$ cat src/hdl/smc_lite_pkg.sv
// Static memory controller shared definitions
// Bus widths, timing count widths, access size codes
// One-hot state encoding of the access FSM
package smc_lite_pkg;

  //--------------------------------------------------------------------
  // Widths
  //--------------------------------------------------------------------
  localparam int host_addr_w = 16;  // Host byte address
  localparam int host_data_w = 32;  // Host data, up to one word
  localparam int mem_data_w  = 8;   // External byte bus
  localparam int ws_w        = 8;   // Wait state count
  localparam int edge_w      = 2;   // Leading and trailing edge counts
  localparam int state_w     = 5;   // One-hot state vector

  // Access size codes, number of memory beats in brackets
  localparam logic [1:0] size_byte = 2'b00;  // 1 beat
  localparam logic [1:0] size_half = 2'b01;  // 2 beats
  localparam logic [1:0] size_word = 2'b10;  // 4 beats

  //--------------------------------------------------------------------
  // Access FSM states
  //--------------------------------------------------------------------
  typedef enum logic [state_w-1:0] {
    st_idle  = 5'b00001,  // No access, strobes off
    st_store = 5'b00010,  // Access values being stored
    st_le    = 5'b00100,  // Chip select leading edge
    st_rw    = 5'b01000,  // Read or write strobe phase
    st_float = 5'b10000   // Chip select trailing edge
  } smc_state_t;

endpackage
$ cat src/hdl/smc_lite.sv
// Static memory controller top level
// Host port, multiple access unit, timing counters, FSM, strobes
`timescale 1ns/1ns

module smc_lite (
  input  logic                                 sys_clk8,
  input  logic                                 n_sys_reset8,
  input  logic                                 host_req,
  input  logic                                 host_write,
  input  logic                                 host_bank,
  input  logic [1:0]                           host_size,
  input  logic [smc_lite_pkg::host_addr_w-1:0] host_addr,
  input  logic [smc_lite_pkg::host_data_w-1:0] host_wdata,
  output logic                                 host_ready,
  output logic                                 host_done,
  output logic [smc_lite_pkg::host_data_w-1:0] host_rdata,
  input  logic [smc_lite_pkg::edge_w-1:0]      cfg_csle,
  input  logic [smc_lite_pkg::edge_w-1:0]      cfg_cste,
  input  logic [smc_lite_pkg::edge_w-1:0]      cfg_oete,
  input  logic [smc_lite_pkg::ws_w-1:0]        cfg_ws,
  output logic [smc_lite_pkg::host_addr_w-1:0] mem_addr,
  output logic [smc_lite_pkg::mem_data_w-1:0]  mem_wdata,
  output logic [1:0]                           mem_cs_n,
  output logic                                 mem_oe_n,
  output logic                                 mem_we_n,
  input  logic [smc_lite_pkg::mem_data_w-1:0]  mem_rdata
);

  // Pending request
  logic                                 new_access, n_read, n_r_read, cs, r_cs;
  logic [1:0]                           req_size;
  logic [smc_lite_pkg::host_addr_w-1:0] req_addr;
  logic [smc_lite_pkg::host_data_w-1:0] req_wdata;
  // FSM handshakes
  logic valid_access, mac_done, smc_done, latch_data;
  logic le_enable, ws_enable, cste_enable;
  smc_lite_pkg::smc_state_t             r_smc_currentstate, smc_nextstate;
  // Live counts and stored settings
  logic [smc_lite_pkg::edge_w-1:0]      r_csle_count, r_cste_count;
  logic [smc_lite_pkg::edge_w-1:0]      r_csle_store, r_oete_store;
  logic [smc_lite_pkg::ws_w-1:0]        r_ws_count;

  smc_host_port u_host_port (
    .sys_clk8 (sys_clk8), .n_sys_reset8 (n_sys_reset8),
    .host_req (host_req), .host_write (host_write), .host_bank (host_bank),
    .host_size (host_size), .host_addr (host_addr), .host_wdata (host_wdata),
    .valid_access (valid_access), .new_access (new_access),
    .n_read (n_read), .n_r_read (n_r_read), .cs (cs), .r_cs (r_cs),
    .host_ready (host_ready), .req_size (req_size),
    .req_addr (req_addr), .req_wdata (req_wdata)
  );

  smc_mac u_mac (
    .sys_clk8 (sys_clk8), .n_sys_reset8 (n_sys_reset8),
    .valid_access (valid_access), .smc_done (smc_done), .latch_data (latch_data),
    .req_size (req_size), .req_addr (req_addr), .req_wdata (req_wdata),
    .n_read (n_read), .mem_rdata (mem_rdata), .mac_done (mac_done),
    .mem_addr (mem_addr), .mem_wdata (mem_wdata),
    .host_rdata (host_rdata), .host_done (host_done)
  );

  smc_timing_counters u_timing_counters (
    .sys_clk8 (sys_clk8), .n_sys_reset8 (n_sys_reset8),
    .valid_access (valid_access), .le_enable (le_enable),
    .ws_enable (ws_enable), .cste_enable (cste_enable),
    .r_smc_currentstate (r_smc_currentstate),
    .cfg_csle (cfg_csle), .cfg_cste (cfg_cste), .cfg_oete (cfg_oete), .cfg_ws (cfg_ws),
    .r_csle_count (r_csle_count), .r_cste_count (r_cste_count),
    .r_ws_count (r_ws_count), .r_csle_store (r_csle_store), .r_oete_store (r_oete_store)
  );

  smc_state u_state (
    .sys_clk8 (sys_clk8), .n_sys_reset8 (n_sys_reset8),
    .new_access (new_access), .r_cste_count (r_cste_count),
    .r_csle_count (r_csle_count), .r_ws_count (r_ws_count), .mac_done (mac_done),
    .n_read (n_read), .n_r_read (n_r_read),
    .r_csle_store (r_csle_store), .r_oete_store (r_oete_store),
    .cs (cs), .r_cs (r_cs),
    .r_smc_currentstate (r_smc_currentstate), .smc_nextstate (smc_nextstate),
    .cste_enable (cste_enable), .ws_enable (ws_enable), .smc_done (smc_done),
    .valid_access (valid_access), .le_enable (le_enable), .latch_data (latch_data),
    .smc_idle ()  // Idle flag has no user in this top level
  );

  smc_strobe_gen u_strobe_gen (
    .sys_clk8 (sys_clk8), .n_sys_reset8 (n_sys_reset8),
    .smc_nextstate (smc_nextstate), .r_ws_count (r_ws_count),
    .r_oete_store (r_oete_store), .n_r_read (n_r_read), .r_cs (r_cs),
    .mem_cs_n (mem_cs_n), .mem_oe_n (mem_oe_n), .mem_we_n (mem_we_n)
  );

endmodule

$ cat src/hdl/smc_strobe_gen.sv
// Memory strobe generator
// Registered chip selects, output enable and write enable
`timescale 1ns/1ns

module smc_strobe_gen (
  input  logic                            sys_clk8,
  input  logic                            n_sys_reset8,
  input  smc_lite_pkg::smc_state_t        smc_nextstate,
  input  logic [smc_lite_pkg::ws_w-1:0]   r_ws_count,
  input  logic [smc_lite_pkg::edge_w-1:0] r_oete_store,
  input  logic                            n_r_read,
  input  logic                            r_cs,
  output logic [1:0]                      mem_cs_n,  // One per bank
  output logic                            mem_oe_n,
  output logic                            mem_we_n
);

  logic cs_on;  // Chip select wanted next cycle
  logic oe_on;
  logic we_on;
  logic to_rw;

  assign to_rw = (smc_nextstate == smc_lite_pkg::st_rw);
  assign cs_on = (smc_nextstate == smc_lite_pkg::st_le) | to_rw |
                 (smc_nextstate == smc_lite_pkg::st_float);
  assign we_on = to_rw & n_r_read;
  // Zero count means rw is being entered, else stop oete cycles early
  assign oe_on = to_rw & ~n_r_read &
                 ((r_ws_count == '0) | (r_ws_count > r_oete_store));

  // Pins straight from flops, no decode glitches
  always_ff @(posedge sys_clk8 or negedge n_sys_reset8)
  begin
    if (!n_sys_reset8)
    begin
      mem_cs_n <= 2'b11;
      mem_oe_n <= 1'b1;
      mem_we_n <= 1'b1;
    end
    else
    begin
      mem_cs_n[0] <= ~(cs_on & ~r_cs);
      mem_cs_n[1] <= ~(cs_on & r_cs);
      mem_oe_n    <= ~oe_on;
      mem_we_n    <= ~we_on;
    end
  end

endmodule

$ cat src/hdl/smc_state.sv
// Access state machine
// Next state decode over idle, store, le, rw and float
// Counter enables, beat done, read latch and access load strobes
`timescale 1ns/1ns

module smc_state (
  input  logic                            sys_clk8,
  input  logic                            n_sys_reset8,
  input  logic                            new_access,    // Request pending
  input  logic [smc_lite_pkg::edge_w-1:0] r_cste_count,
  input  logic [smc_lite_pkg::edge_w-1:0] r_csle_count,
  input  logic [smc_lite_pkg::ws_w-1:0]   r_ws_count,
  input  logic                            mac_done,      // Last beat of access
  input  logic                            n_read,
  input  logic                            n_r_read,
  input  logic [smc_lite_pkg::edge_w-1:0] r_csle_store,
  input  logic [smc_lite_pkg::edge_w-1:0] r_oete_store,
  input  logic                            cs,
  input  logic                            r_cs,
  output smc_lite_pkg::smc_state_t        r_smc_currentstate,
  output smc_lite_pkg::smc_state_t        smc_nextstate,
  output logic                            cste_enable,
  output logic                            ws_enable,
  output logic                            smc_done,
  output logic                            valid_access,
  output logic                            le_enable,
  output logic                            latch_data,
  output logic                            smc_idle
);

  logic                      turnaround;  // Direction or bank change
  logic                      ws_zero;
  logic                      cste_zero;
  smc_lite_pkg::smc_state_t  follow;      // Where a finished beat goes

  assign ws_zero    = (r_ws_count == '0);
  assign cste_zero  = (r_cste_count == '0);
  assign turnaround = (n_read != n_r_read) | (cs != r_cs);

  //--------------------------------------------------------------------
  // Beat completion and access load
  //--------------------------------------------------------------------
  assign smc_done =
    ((r_smc_currentstate == smc_lite_pkg::st_rw) & ws_zero & cste_zero) |
    ((r_smc_currentstate == smc_lite_pkg::st_float) & cste_zero);

  // Next access may load once the current one is on its final edge
  assign valid_access = new_access & mac_done &
                        ((r_smc_currentstate == smc_lite_pkg::st_idle) | smc_done);

  // Read byte captured while the strobe is still on
  assign latch_data = (r_smc_currentstate == smc_lite_pkg::st_rw) &
                      (r_ws_count[smc_lite_pkg::ws_w-1:smc_lite_pkg::edge_w] == '0) &
                      (r_ws_count >= r_oete_store);

  //--------------------------------------------------------------------
  // Counter enables
  //--------------------------------------------------------------------
  assign le_enable   = (smc_nextstate == smc_lite_pkg::st_le);
  assign cste_enable = (smc_nextstate == smc_lite_pkg::st_float);
  // Wait count reloads on rw entry and on rw to rw restart
  assign ws_enable   = (smc_nextstate == smc_lite_pkg::st_rw) &
                       ((r_smc_currentstate != smc_lite_pkg::st_rw) | ws_zero);
  assign smc_idle    = (smc_nextstate == smc_lite_pkg::st_idle);

  // Shared tail of rw and float once the beat is over
  always_comb
  begin
    if (!mac_done)
      follow = (r_csle_store != '0) ? smc_lite_pkg::st_le : smc_lite_pkg::st_rw;
    else if (new_access)
      follow = turnaround ? smc_lite_pkg::st_store : smc_lite_pkg::st_rw;
    else
      follow = smc_lite_pkg::st_idle;
  end

  //--------------------------------------------------------------------
  // Next state
  //--------------------------------------------------------------------
  always_comb
  begin
    case (r_smc_currentstate)
      smc_lite_pkg::st_idle:
        smc_nextstate = new_access ? smc_lite_pkg::st_store : smc_lite_pkg::st_idle;
      smc_lite_pkg::st_store:
      begin
        if (r_csle_count != '0)
          smc_nextstate = smc_lite_pkg::st_le;
        else
          smc_nextstate = smc_lite_pkg::st_rw;  // No leading edge
      end
      smc_lite_pkg::st_le:
      begin
        if (r_csle_count < 2'd2)
          smc_nextstate = smc_lite_pkg::st_rw;  // Last le cycle
        else
          smc_nextstate = smc_lite_pkg::st_le;
      end
      smc_lite_pkg::st_rw:
      begin
        if (!ws_zero)
          smc_nextstate = smc_lite_pkg::st_rw;     // Wait states left
        else if (!cste_zero)
          smc_nextstate = smc_lite_pkg::st_float;  // Trailing edge needed
        else
          smc_nextstate = follow;
      end
      smc_lite_pkg::st_float:
      begin
        if (!cste_zero)
          smc_nextstate = smc_lite_pkg::st_float;
        else
          smc_nextstate = follow;
      end
      default:
        smc_nextstate = smc_lite_pkg::st_idle;
    endcase
  end

  // State register
  always_ff @(posedge sys_clk8 or negedge n_sys_reset8)
  begin
    if (!n_sys_reset8)
      r_smc_currentstate <= smc_lite_pkg::st_idle;
    else
      r_smc_currentstate <= smc_nextstate;
  end

endmodule

$ cat src/hdl/smc_timing_counters.sv
// Access timing counters
// Stored copies of the four timing settings
// Leading edge, wait state and trailing edge down-counters
`timescale 1ns/1ns

module smc_timing_counters (
  input  logic                            sys_clk8,
  input  logic                            n_sys_reset8,
  input  logic                            valid_access,
  input  logic                            le_enable,
  input  logic                            ws_enable,
  input  logic                            cste_enable,
  input  smc_lite_pkg::smc_state_t        r_smc_currentstate,
  input  logic [smc_lite_pkg::edge_w-1:0] cfg_csle,
  input  logic [smc_lite_pkg::edge_w-1:0] cfg_cste,
  input  logic [smc_lite_pkg::edge_w-1:0] cfg_oete,
  input  logic [smc_lite_pkg::ws_w-1:0]   cfg_ws,
  output logic [smc_lite_pkg::edge_w-1:0] r_csle_count,
  output logic [smc_lite_pkg::edge_w-1:0] r_cste_count,
  output logic [smc_lite_pkg::ws_w-1:0]   r_ws_count,
  output logic [smc_lite_pkg::edge_w-1:0] r_csle_store,
  output logic [smc_lite_pkg::edge_w-1:0] r_oete_store
);

  logic [smc_lite_pkg::edge_w-1:0] r_cste_store;
  logic [smc_lite_pkg::ws_w-1:0]   r_ws_store;
  logic                            in_le;  // Leading edge phase running
  logic                            in_rw;  // Strobe phase running

  assign in_le = (r_smc_currentstate == smc_lite_pkg::st_le);
  assign in_rw = (r_smc_currentstate == smc_lite_pkg::st_rw);

  //--------------------------------------------------------------------
  // Settings frozen for the whole access
  //--------------------------------------------------------------------
  always_ff @(posedge sys_clk8 or negedge n_sys_reset8)
  begin
    if (!n_sys_reset8)
    begin
      r_csle_store <= '0;
      r_cste_store <= '0;
      r_oete_store <= '0;
      r_ws_store   <= '0;
    end
    else if (valid_access)
    begin
      r_csle_store <= cfg_csle;
      r_cste_store <= cfg_cste;
      r_oete_store <= cfg_oete;
      r_ws_store   <= cfg_ws;
    end
  end

  //--------------------------------------------------------------------
  // Down-counters
  //--------------------------------------------------------------------
  always_ff @(posedge sys_clk8 or negedge n_sys_reset8)
  begin
    if (!n_sys_reset8)
    begin
      r_csle_count <= '0;
      r_cste_count <= '0;
      r_ws_count   <= '0;
    end
    else
    begin
      // Leading edge, loaded for store, reloaded on entry to le
      if (valid_access)
        r_csle_count <= cfg_csle;
      else if (le_enable && !in_le)
        r_csle_count <= r_csle_store;
      else if (le_enable && r_csle_count != '0)
        r_csle_count <= r_csle_count - 1'b1;

      // Wait states, one rw cycle per count plus one
      if (ws_enable)
        r_ws_count <= valid_access ? cfg_ws : r_ws_store;
      else if (in_rw && r_ws_count != '0)
        r_ws_count <= r_ws_count - 1'b1;

      // Trailing edge, held at the stored value outside float
      if (valid_access)
        r_cste_count <= cfg_cste;
      else if (!cste_enable)
        r_cste_count <= r_cste_store;
      else if (r_cste_count != '0)
        r_cste_count <= r_cste_count - 1'b1;  // Counts on float entry too
    end
  end

endmodule

$ cat src/hdl/smc_mac.sv
// Multiple access unit
// Splits an access into 1, 2 or 4 byte beats
// Beat address and write byte, read data assembly, host done pulse
`timescale 1ns/1ns

module smc_mac (
  input  logic                                 sys_clk8,
  input  logic                                 n_sys_reset8,
  input  logic                                 valid_access,
  input  logic                                 smc_done,    // Beat finished
  input  logic                                 latch_data,  // Capture read byte
  input  logic [1:0]                           req_size,
  input  logic [smc_lite_pkg::host_addr_w-1:0] req_addr,
  input  logic [smc_lite_pkg::host_data_w-1:0] req_wdata,
  input  logic                                 n_read,
  input  logic [smc_lite_pkg::mem_data_w-1:0]  mem_rdata,
  output logic                                 mac_done,    // Last beat in progress
  output logic [smc_lite_pkg::host_addr_w-1:0] mem_addr,
  output logic [smc_lite_pkg::mem_data_w-1:0]  mem_wdata,
  output logic [smc_lite_pkg::host_data_w-1:0] host_rdata,
  output logic                                 host_done
);

  logic [1:0]                           beat;       // Current beat index
  logic [1:0]                           last_beat;  // Index of final beat
  logic                                 r_read;     // Access is a read
  logic [smc_lite_pkg::host_addr_w-1:0] base_addr;
  logic [smc_lite_pkg::host_data_w-1:0] wdata;
  logic [smc_lite_pkg::host_data_w-1:0] rd_buf;     // Bytes gathered so far
  logic [smc_lite_pkg::host_data_w-1:0] rd_next;

  assign mac_done  = (beat == last_beat);  // Also high with no access
  assign mem_addr  = base_addr + {{(smc_lite_pkg::host_addr_w-2){1'b0}}, beat};
  assign mem_wdata = wdata[beat*smc_lite_pkg::mem_data_w +: smc_lite_pkg::mem_data_w];

  // Read byte lands in its lane, lowest address in lane 0
  always_comb
  begin
    rd_next = rd_buf;
    if (latch_data && r_read)
      rd_next[beat*smc_lite_pkg::mem_data_w +: smc_lite_pkg::mem_data_w] = mem_rdata;
  end

  //--------------------------------------------------------------------
  // Beat sequencing
  //--------------------------------------------------------------------
  always_ff @(posedge sys_clk8 or negedge n_sys_reset8)
  begin
    if (!n_sys_reset8)
    begin
      beat      <= 2'd0;
      last_beat <= 2'd0;
      r_read    <= 1'b0;
      host_done <= 1'b0;
    end
    else
    begin
      host_done <= smc_done & mac_done;  // Edge after final beat
      if (valid_access)
      begin
        beat   <= 2'd0;
        r_read <= ~n_read;
        case (req_size)
          smc_lite_pkg::size_half: last_beat <= 2'd1;
          smc_lite_pkg::size_word: last_beat <= 2'd3;
          default:                 last_beat <= 2'd0;  // Byte, unused code
        endcase
      end
      else if (smc_done && !mac_done)
        beat <= beat + 2'd1;
    end
  end

  // Access payload and read data
  always_ff @(posedge sys_clk8)
  begin
    if (valid_access)
    begin
      base_addr <= req_addr;
      wdata     <= req_wdata;
      rd_buf    <= '0;  // Unused upper lanes read as zero
    end
    else
      rd_buf <= rd_next;
    if (smc_done && mac_done && r_read)
      host_rdata <= rd_next;  // Held until the next read completes
  end

endmodule

$ cat src/hdl/smc_host_port.sv
// Host request port
// Single pending request register with ready level
// Registered direction and bank of the access in progress
`timescale 1ns/1ns

module smc_host_port (
  input  logic                                 sys_clk8,
  input  logic                                 n_sys_reset8,
  input  logic                                 host_req,     // Request pulse
  input  logic                                 host_write,
  input  logic                                 host_bank,
  input  logic [1:0]                           host_size,
  input  logic [smc_lite_pkg::host_addr_w-1:0] host_addr,
  input  logic [smc_lite_pkg::host_data_w-1:0] host_wdata,
  input  logic                                 valid_access, // Request taken by FSM
  output logic                                 new_access,
  output logic                                 n_read,       // Pending direction, low = read
  output logic                                 n_r_read,     // Direction in progress
  output logic                                 cs,           // Pending bank
  output logic                                 r_cs,         // Bank in progress
  output logic                                 host_ready,
  output logic [1:0]                           req_size,
  output logic [smc_lite_pkg::host_addr_w-1:0] req_addr,
  output logic [smc_lite_pkg::host_data_w-1:0] req_wdata
);

  logic pending;   // Request held, not yet started
  logic take_req;  // Request accepted this cycle

  assign take_req   = host_req & ~pending;
  assign new_access = pending;
  assign host_ready = ~pending;  // Room for one request

  // Pending flag and the copies compared for turnaround
  always_ff @(posedge sys_clk8 or negedge n_sys_reset8)
  begin
    if (!n_sys_reset8)
    begin
      pending  <= 1'b0;
      n_r_read <= 1'b1;
      r_cs     <= 1'b0;
    end
    else if (valid_access)
    begin
      pending  <= 1'b0;
      n_r_read <= n_read;  // Access now in progress
      r_cs     <= cs;
    end
    else if (take_req)
      pending <= 1'b1;
  end

  // Request payload
  always_ff @(posedge sys_clk8)
  begin
    if (take_req)
    begin
      n_read    <= host_write;  // Write means no read
      cs        <= host_bank;
      req_size  <= host_size;
      req_addr  <= host_addr;
      req_wdata <= host_wdata;
    end
  end

endmodule

$ cat config.mk
export PLATFORM = sky130hd
export DESIGN_NAME = smc_lite
export DESIGN_NICKNAME = d
export VERILOG_FILES = /design/src/hdl/smc_lite_pkg.sv /design/src/hdl/smc_lite.sv /design/src/hdl/smc_strobe_gen.sv /design/src/hdl/smc_state.sv /design/src/hdl/smc_timing_counters.sv /design/src/hdl/smc_mac.sv /design/src/hdl/smc_host_port.sv
export SDC_FILE = /design/constraint.sdc
export NUM_CORES = 1
export LEC_CHECK = 0
export BUFFER_PORTS_ARGS = -buffer_cell sky130_fd_sc_hd__buf_2
export CAP_MARGIN = 20
export CORE_MARGIN = 1.5
export CORE_UTILIZATION = 25
export CTS_BUF_LIST = sky130_fd_sc_hd__clkbuf_8
export CTS_CLUSTER_DIAMETER = 150
export DETAILED_ROUTE_END_ITERATION = 7
export GPL_ROUTABILITY_DRIVEN = 0
export GPL_TIMING_DRIVEN = 0
export SLEW_MARGIN = 20
export SYNTH_ARGS = -nofsm -noshare
export SYNTH_HDL_FRONTEND = slang
export SYNTH_SLANG_ARGS = --single-unit
$ cat constraint.sdc
create_clock -name sys_clk8 -period 8.05 [get_ports sys_clk8]
set_input_delay 1.61 -clock sys_clk8 [delete_from_list [all_inputs] [get_ports sys_clk8]]
set_output_delay 1.61 -clock sys_clk8 [all_outputs]
set_load 0.03 [all_outputs]
### Word level (Yosys, flattened, before mapping)

Cells that the tools add are included.

* $add $sub $neg: 6
* $mul: 0
* div/mod/pow operators: 0
* $lt $le $gt $ge: 3
* eq/ne operators: 15
* shift operators: 3
* mux-type cells: 26
* bitwise operators: 30
* reductions and logical operators: 20

Operators with widths (count)
* $neg 5->34: 1
* $shift 8x34->32 const A: 1
* $shiftx 8x34->32: 1
* $bwmux 32: 1
* $mux 32: 1
* $shiftx 32x6->8: 1
* $pmux 5 s5: 1
* $mux 8: 3
* $mux 5: 4
* $mux 2: 9
* $add 16x2->16: 1
* $mux 4: 4
* $and 1x1->1: 15
* $reduce_bool 2->1: 6
* $eq 5x3->1 const B: 2
* $eq 5x4->1 const B: 2
* $eq 5x5->1 const B: 2
* $ge 8x2->1: 1
* $gt 8x2->1: 1
* $logic_not 8->1: 1
* $not 1->1: 8
* $reduce_bool 8->1: 1
* $sub 8x1->8 const B: 1
* $logic_and 1x1->1: 7
* other kinds (18): 28

* register bits after elaboration: 208
* bits in latches: 0
* memory bits (writable): 0
* bits in read-only memories: 0
* input port bits: 77
* output and inout bits: 62
* word-level logic and storage cells: 130
* memories: 0

### Logic depth before layout (Yosys ltp)

Gate-level depths: netlist of run 1.

* word-level depth: 13
* gate-level depth with buffers: 10
* mapped depth without buffers: 8

### By module

From an unflattened synthesis of run 1, not the netlist that was laid out.

* cells, all modules: 550
* area, all modules: 8264.2 um^2

By module, submodules not included
* smc_mac: instances 1, cells each 276, area each 4516.8 um^2, seq. area each 3193.1 um^2
* smc_host_port: instances 1, cells each 60, area each 1680.4 um^2, seq. area each 1637.8 um^2
* smc_timing_counters: instances 1, cells each 127, area each 1332.5 um^2, seq. area each 650.6 um^2
* smc_state: instances 1, cells each 63, area each 504.2 um^2, seq. area each 126.4 um^2
* smc_strobe_gen: instances 1, cells each 24, area each 230.2 um^2, seq. area each 105.1 um^2

### Least setup slack after synthesis of run 1

No wires, ideal clock.

* path kind: input port to flip-flop
* start point: input host_req
* end point: register u_host_port.cs, enable pin
* library setup time: 468 ps
* data arrival time: 3912 ps
* data required time: 7582 ps
* slack: 3670 ps
* cell stages on the path: 1
* path buffers: 0
* path through: nor2b_1

* word-level cells in the longest chain between the ends: 1

Ends and longest elaborated chain
* start, declared: line smc_lite.sv:8 `input logic host_req,`
* $and 1x1->1: line smc_host_port.sv:30 `assign take_req = host_req & ~pending;`
* end signal, assigned: line smc_host_port.sv:59 `cs <= host_bank;`
* end, declared: line smc_host_port.sv:19 `output logic cs,`

No other way between the ends.
A chain may end at the register's enable or synchronous reset.

### Worst setup path after layout of run 1

* start point: register u_mac.beat[1]
* end point: output mem_addr[14] in the netlist's numbering

* word-level cells in the longest chain between the ends: 1

Ends and longest elaborated chain
* start, declared: line smc_mac.sv:24 `logic [1:0] beat;`
* start signal, assigned: line smc_mac.sv:70 `beat <= beat + 2'd1;`
* $add 16x2->16: line smc_mac.sv:33 `assign mem_addr = base_addr + {{(smc_lite_pkg::host_addr_w-2){1'b0}}, beat};`
* end, declared: line smc_lite.sv:21 `output logic [smc_lite_pkg::host_addr_w-1:0] mem_addr,`

No other way between the ends.

==> results of run 1 <==
## critical path: cells and delay by family (launching register included)
kind,cells,cell delay [ns]
xor+xnor,1,0.12
fa+ha+maj,1,0.51
buf+inv,4,1.29
flops,1,0.47
simple gates,4,0.57
## layout make-up
cell class | count | area (um^2) | share of cell area
diodes | 2 | 5.00 | 0.000483
inverters | 23 | 86.3 | 0.00833
well taps | 442 | 553 | 0.0533
multi-input cells | 342 | 2310 | 0.223
plain buffers | 17 | 136 | 0.0132
clock buffers | 39 | 537 | 0.0518
flip-flops and latches | 208 | 5710 | 0.551
repair buffers | 141 | 768 | 0.0741
clock inverters | 26 | 258 | 0.0249
## state kept, by name (all words and copies together), names as in the netlist, 2 cells and up
| signal | count |
|---|---|
| u_host_port.req_addr | 16 |
| u_host_port.req_size | 2 |
| u_host_port.req_wdata | 32 |
| u_mac.base_addr | 16 |
| u_mac.beat | 2 |
| u_mac.host_rdata | 32 |
| u_mac.last_beat | 2 |
| u_mac.rd_buf | 32 |
| u_mac.wdata | 32 |
| u_state.r_smc_currentstate | 5 |
| u_strobe_gen.mem_cs_n | 2 |
| u_timing_counters.r_csle_count | 2 |
| u_timing_counters.r_csle_store | 2 |
| u_timing_counters.r_cste_count | 2 |
| u_timing_counters.r_cste_store | 2 |
| u_timing_counters.r_oete_store | 2 |
| u_timing_counters.r_ws_count | 8 |
| u_timing_counters.r_ws_store | 8 |
## cell families (layout without fill, tap and decap cells)
logic type      Yosys count  after routing  share of synthesized area
xor+xnor                 21             21                     0.0223
compound gates           87             87                     0.0716
other cells               0              2                          0
buf+inv                  40            246                     0.0270
flops                   208            208                      0.694
fa+ha+maj                15             15                     0.0237
mux                      26             26                     0.0480
simple gates            193            193                      0.114
## power by group through the flow
stage	registers (W)	clock network (W)	logic, W
floorplan	0.00155	0	0.000533
global placement	0.00156	0	0.000707
detailed placement	0.00156	0	0.000741
CTS	0.00154	0.00109	0.000744
global route	0.00157	0.00114	0.000827
finish	0.00154	0.00105	0.000732
## routing by layer
| metal | part of all wire | global-route usage | vias to the layer above |
|---|---|---|---|
| met1 | 0.42 | 0.129 | 2432 |
| met5 | 0.0013 | 0 | - |
| met2 | 0.47 | 0.171 | 169 |
| met4 | 0.023 | 0.0449 | 4 |
| met3 | 0.080 | 0.0362 | 37 |
| li1 | - | - | 2514 |
## through the flow
stage / utilization / instances / setup WS [ns] / total power [W]
finish: 0.319 / 1240 / 2.94 / 0.00332
global route: 0.319 / 1238 / 2.57 / 0.00353
CTS: 0.319 / 1238 / 2.80 / 0.00338
detailed placement: 0.295 / 1173 / 3.40 / 0.00230
global placement: 0.292 / 1170 / 2.33 / 0.00227
floorplan: - / 590 / 3.67 / 0.00208
## cells in the final DEF, fill, tap and decap left out, drive strengths merged, types with 2 or more instances in the layout
master	instances
a211o	3
a21boi	3
a21o	3
a21oi	41
a221o	3
and2	7
and3	8
buf	156
bufinv	5
clkbuf	41
clkinv	8
clkinvlp	3
dfrtp	38
dfstp	6
dfxtp	32
diode	2
edfxtp	132
ha	14
inv	33
mux2	13
mux2i	5
mux4	8
nand2	84
nand3	48
nand3b	2
nor2	18
nor2b	5
nor3	6
nor3b	5
o21a	4
o21ai	14
o221a	4
or2	2
or3	3
xnor2	12
xor2	9
## worst max-delay path by stage
stage / startpoint / to
floorplan: host_req / u_host_port.cs
global placement: host_req / u_host_port.req_wdata[20]
detailed placement: u_mac.beat[1] / mem_addr[14]
CTS: u_mac.beat[1] / mem_addr[14]
global route: u_mac.beat[1] / mem_addr[14]
finish: u_mac.beat[1] / mem_addr[14]
==> flow_summary_export.csv, run 1 <==
group,metric,value,unit
timing,max_clock_freq,196,MHz
synth,seq_area_frac_synth,0.694,
global_route,grt_first_pass_wirelength,27700,um
critical_path,r2r_cells,6,
timing,timing.slew.headroom,0.283,
pwr,power_density,320,mW/mm^2
global_route,grt_start_max_net_pins,58,
critical_path,critPathArrivalTime,3.50,ns
pwr,sw_frac,0.289,
synth,syn_area_per_cell,14.0,um^2
flow_run,max-cap-violations,0,
routing,ant_nets,0,
cts,tritoncts.num_buffers,38,
cells_and_area,nets,863,
synth,area_leader_netlist,"edfxtp_1",
cells_and_area,area_growth_from_synthesis_to_layout,25.9,%
pwr,combinationalPowerShare,0.220,
critical_path,critical_path.endpoint_type,"output pin",
global_route,grt_antenna_before_repair,4,
floorplan,io_pins,139,
critical_path,reg2reg_to,"u_mac.host_rdata[18]",
cts,cts_repair_resize_count,0,
synth,synth_area_leaders,"edfxtp_1, dfrtp_1, dfxtp_1",
min_path,min_path_type,"flip-flop to flip-flop",
synth,ys_top_cells_by_count,"edfxtp_1, nand2_1, nand3_1",
min_path,whs_path_depth,0,
synth,yosysMostFrequentCell,"edfxtp_1",
timing,final.period_utilization,0.635,
floorplan,die_area,0.0340,mm^2
cts,clock_tree.buffer_depth,3,
cts,insertion_delay,0.53,ns
pwr,pwr-share-clk,0.315,
routing,average_vias_per_placed_instance,4.16,
synth,synth-seq-cells,208,
critical_path,worst-setup-path-type,"flip-flop to output pin",
cells_and_area,drive_gt1_frac,0.319,
floorplan,die_h,185,um
run_status,outcome,"finished, final reports clean",
floorplan,row_count,66,
cts,clockRootBuffer,"clkbuf_8",
synth,syn_nets,682,
pwr,power.share.sequential,0.464,
timing,finalMaxSlewViolations,0,
timing,setup_total_negative_slack,0,ns
critical_path,required,6.44,ns
placement,io_buffer_count,138,
critical_path,crit_path_cell_trace,"clkbuf_1 > inv_1 > fa_1 > nor2_1 > and3_1 > clkbuf_1 > nand2_1 > nor2_1 > xnor2_1 > buf_2",
cts,clock_sink_count,208,
pwr,p_leak,4.16,nW
cts,cts_tree,"yes",
cts,worst_setup_hold_path_clk_slew,0.06,ns
timing,finalCriticalPeriod,5.11,ns
placement,dp.final_hpwl,12500,um
synth,syn-cell-area,0.00824,mm^2
cts,cts_hold_buf,0,
critical_path,slowest_stage,"clkbuf_1",
routing,detailroute.via_count,5156,
critical_path,crit-reg2reg-launch,"u_mac.beat[1]",
min_path,min_from,"u_host_port.req_wdata[5]",
synth,synth.yosys.warnings,0,
floorplan,core,0.0325,mm^2
global_route,grt_pass1_vias,5128,
synth,ys_async_sr_fraction,0.212,
critical_path,cp_slowest_stage_delay,0.60,ns
cells_and_area,layout.cell_area.non_filler,0.0104,mm^2
floorplan,die_w,185,um
timing,worst_slew_pin_slew,1.07,ns
pwr,ir_drop,0.134,mV
synth,synth_enable_flop_cells,132,
routing,detailedRoute.firstIterationViolations,243,
timing,timing.final.hold_violations,0,
routing,routed_wl,17800,um
global_route,groute.usage.overall,0.106,
min_path,holdPathEnd,"u_mac.wdata[5]",
synth,post_synth_num_cell_types,65,
synth,synth_flop_cell,"edfxtp_1",
critical_path,timing.reg2reg.setup_slack,4.83,ns
global_route,globalRoute.totalOverflow,0,
routing,routed_wire_length_per_instance,14.3,um
timing,finalClockSkew,0.0296,ns
cts,post-cts-setup-buffer-count,0,
critical_path,path_max_fanout,10,
pwr,net-switching-power,0.000961,W
synth,post_synth_top_area_share,0.481,
cells_and_area,n_fill_cell,3246,
routing,firstDrtPassIters,5,
cts,ctsHtreeMaxLevel,2,
timing,finalSetupViolations,0,
synth,post_synthesis_cells,590,
timing,finalHoldWorstSlack,0.412,ns
pwr,internal_pwr_total,0.00236,W
critical_path,startpoint_type,"flip-flop",
placement,detailed_place.area,0.00956,mm^2
routing,detail_route.drc_violations,0,
timing,rsz0062_at_grt,"no",
floorplan,initial_core_util,0.254,
Note: power is estimated with default switching activity, not from simulation.
==> inputs of run 2 (changes only) <==
==> constraint.sdc (replaced) <==
create_clock -name sys_clk8 -period 4.69 [get_ports sys_clk8]
set_input_delay 0.938 -clock sys_clk8 [delete_from_list [all_inputs] [get_ports sys_clk8]]
set_output_delay 0.938 -clock sys_clk8 [all_outputs]
set_load 0.03 [all_outputs]
==> run 2 against run 1 <==
Compared with the run above: register-to-register slack lost 3.1 ns; worst setup slack got worse by 2.4 ns; non-clock buffer count unchanged; count of clock-buffer cells in the layout is the same; final cell count stayed put; combinational power grew 72%; sequential share of layout area is essentially flat; critical path depth unchanged; design area hardly changed; sequential power increased by 72%; utilization about the same; die area stayed put; largest cell class unchanged.
==> flow_summary_export.csv, run 2 (synthesized netlist as in run 1, its figures left out) <==
group,metric,value,unit
placement,placedCellCount,1173,
floorplan,die_w,185,um
cells_and_area,drive_gt1_frac,0.320,
cts,clock_sink_count,208,
floorplan,die_area,0.0340,mm^2
timing,max_clock_freq,243,MHz
timing,worst_slew_pin_slew,1.08,ns
routing,firstDrtPassIters,5,
pwr,power.share.sequential,0.464,
global_route,grt_antenna_before_repair,4,
global_route,global_route.peak_usage_layer,"met2",
global_route,grt_start_max_net_pins,58,
cts,cts_tree,"yes",
timing,finalCriticalPeriod,4.11,ns
cts,insertion_delay,0.53,ns
cts,worst_setup_hold_path_clk_slew,0.06,ns
global_route,grtUsageMet3,0.0362,
pwr,p_leak,4.16,nW
floorplan,initial_core_util,0.254,
cells_and_area,layout.cells.most_common,"buf_2",
flow_run,max-cap-violations,0,
pwr,pwr-share-clk,0.315,
critical_path,critical_path.endpoint_type,"output pin",
placement,dp.final_hpwl,12500,um
critical_path,required,3.75,ns
routing,routed_wire_length_per_instance,14.3,um
timing,final.period_utilization,0.876,
global_route,grtUsageMet1,0.129,
critical_path,critPathLaunch,"u_mac.beat[1]",
global_route,groute.usage.overall,0.106,
timing,finalSetupViolations,0,
global_route,globalRoute.totalOverflow,0,
pwr,design_power_total,0.00570,W
timing,timing.final.hold_violations,0,
cts,clockRootBuffer,"clkbuf_8",
routing,detailroute.via_count,5155,
pwr,internal_pwr_total,0.00405,W
placement,post-place-ws,0.716,ns
global_route,grt_pass1_vias,5128,
placement,io_buffer_count,138,
pwr,power_density,550,mW/mm^2
cells_and_area,mostFrequentLayoutCells,"buf_2, edfxtp_1, nand2_1",
critical_path,critPathArrivalTime,3.17,ns
timing,rsz0062_at_grt,"no",
cells_and_area,area_growth_from_synthesis_to_layout,25.9,%
routing,detail_route.drc_violations,0,
critical_path,path_max_fanout,10,
cells_and_area,nets,863,
routing,detailedRoute.firstIterationViolations,240,
floorplan,core,0.0325,mm^2
min_path,min_path_type,"input port to asynchronous set/reset pin",
critical_path,startpoint_type,"flip-flop",
timing,finalWorstSetupSlack,0.582,ns
pwr,ir_drop,0.229,mV
global_route,grt_first_pass_wirelength,27700,um
timing,finalClockSkew,0.0291,ns
floorplan,die_h,185,um
critical_path,worst-setup-path-type,"flip-flop to output pin",
cts,tritoncts.num_buffers,38,
run_status,outcome,"finished, final reports clean",
critical_path,crit-reg2reg-launch,"u_state.r_smc_currentstate[0]",
timing,finalHoldWorstSlack,0.400,ns
cells_and_area,instances_no_fill,1240,
routing,average_vias_per_placed_instance,4.16,
floorplan,io_pins,139,
pwr,sw_frac,0.289,
global_route,grt.met2_usage,0.171,
pwr,combinationalPowerShare,0.220,
routing,routed_wl,17800,um
timing,finalMaxSlewViolations,0,
timing,timing.slew.headroom,0.281,
cts,clock_tree.buffer_depth,3,
cts,post-cts-setup-buffer-count,0,
floorplan,row_count,66,
cts,ctsHtreeMaxLevel,2,
routing,ant_nets,0,
pwr,net-switching-power,0.00165,W
==> run 2: cell counts in the layout (fill, tap and decap cells not counted) <==
Identical to the previous run, type by type.
==> run 2: path summary, 6_finish.rpt <==
| check | to | slack, ns | cells after the start |
|---|---|---|---|
| max | mem_addr[14] | 0.58 | 10 |
| min | u_timing_counters.r_ws_count[6] | 0.40 | 1 |
| max reg2reg | u_mac.wdata[28] | 1.75 | 7 |
| min reg2reg | u_mac.wdata[5] | 0.41 | 0 |
| max in group asynchronous | u_host_port.new_access | 3.89 | 1 |
| min in group sys_clk8 | u_mac.wdata[5] | 0.41 | 0 |
==> run 2: what timing repair did <==
item                       4_1_cts  5_1_grt
resized for setup                0        2
setup endpoints to repair        0        4
hold buffers                     0        0
==> run 2: power groups by stage <==
stage	clock (W)	combinational, W	sequential, W
floorplan	0	0.000914	0.00265
global placement	0	0.00121	0.00268
detailed placement	0	0.00127	0.00268
CTS	0.00187	0.00128	0.00265
global route	0.00196	0.00142	0.00269
finish	0.00180	0.00126	0.00265
==> run 2: metal layers <==
metal / share of wire / up-vias
met4: 0.026 / 4
li1: - / 2514
met3: 0.078 / 42
met5: 0.0013 / -
met1: 0.43 / 2425
met2: 0.47 / 170
==> run 2: critical path, stage by stage (launching register included) <==
cell	delay, ns
dfrtp_1	0.47
clkbuf_2	0.37
inv_1	0.19
fa_1	0.48
nor2_1	0.18
and3_1	0.17
clkbuf_1	0.21
nand2_1	0.09
nor2_1	0.13
xnor2_1	0.12
buf_2	0.21
==> run 2: through the flow <==
stage               instance area (um^2)  utilization  setup TNS [ns]
finish                             10400        0.319               0
global route                       10400        0.319               0
CTS                                10400        0.319               0
detailed placement                  9560        0.295               0
global placement                    9480        0.292          -18.69
floorplan                           8240            -               0
==> run 2: final cells by class <==
type / instances / area, um^2
flip-flops and latches: 208 / 5710
well taps: 442 / 553
plain buffers: 17 / 138
fillers: 3247 / 22100
multi-input cells: 342 / 2310
clock inverters: 26 / 258
diodes: 2 / 5.00
inverters: 23 / 86.3
clock buffers: 39 / 537
repair buffers: 141 / 768
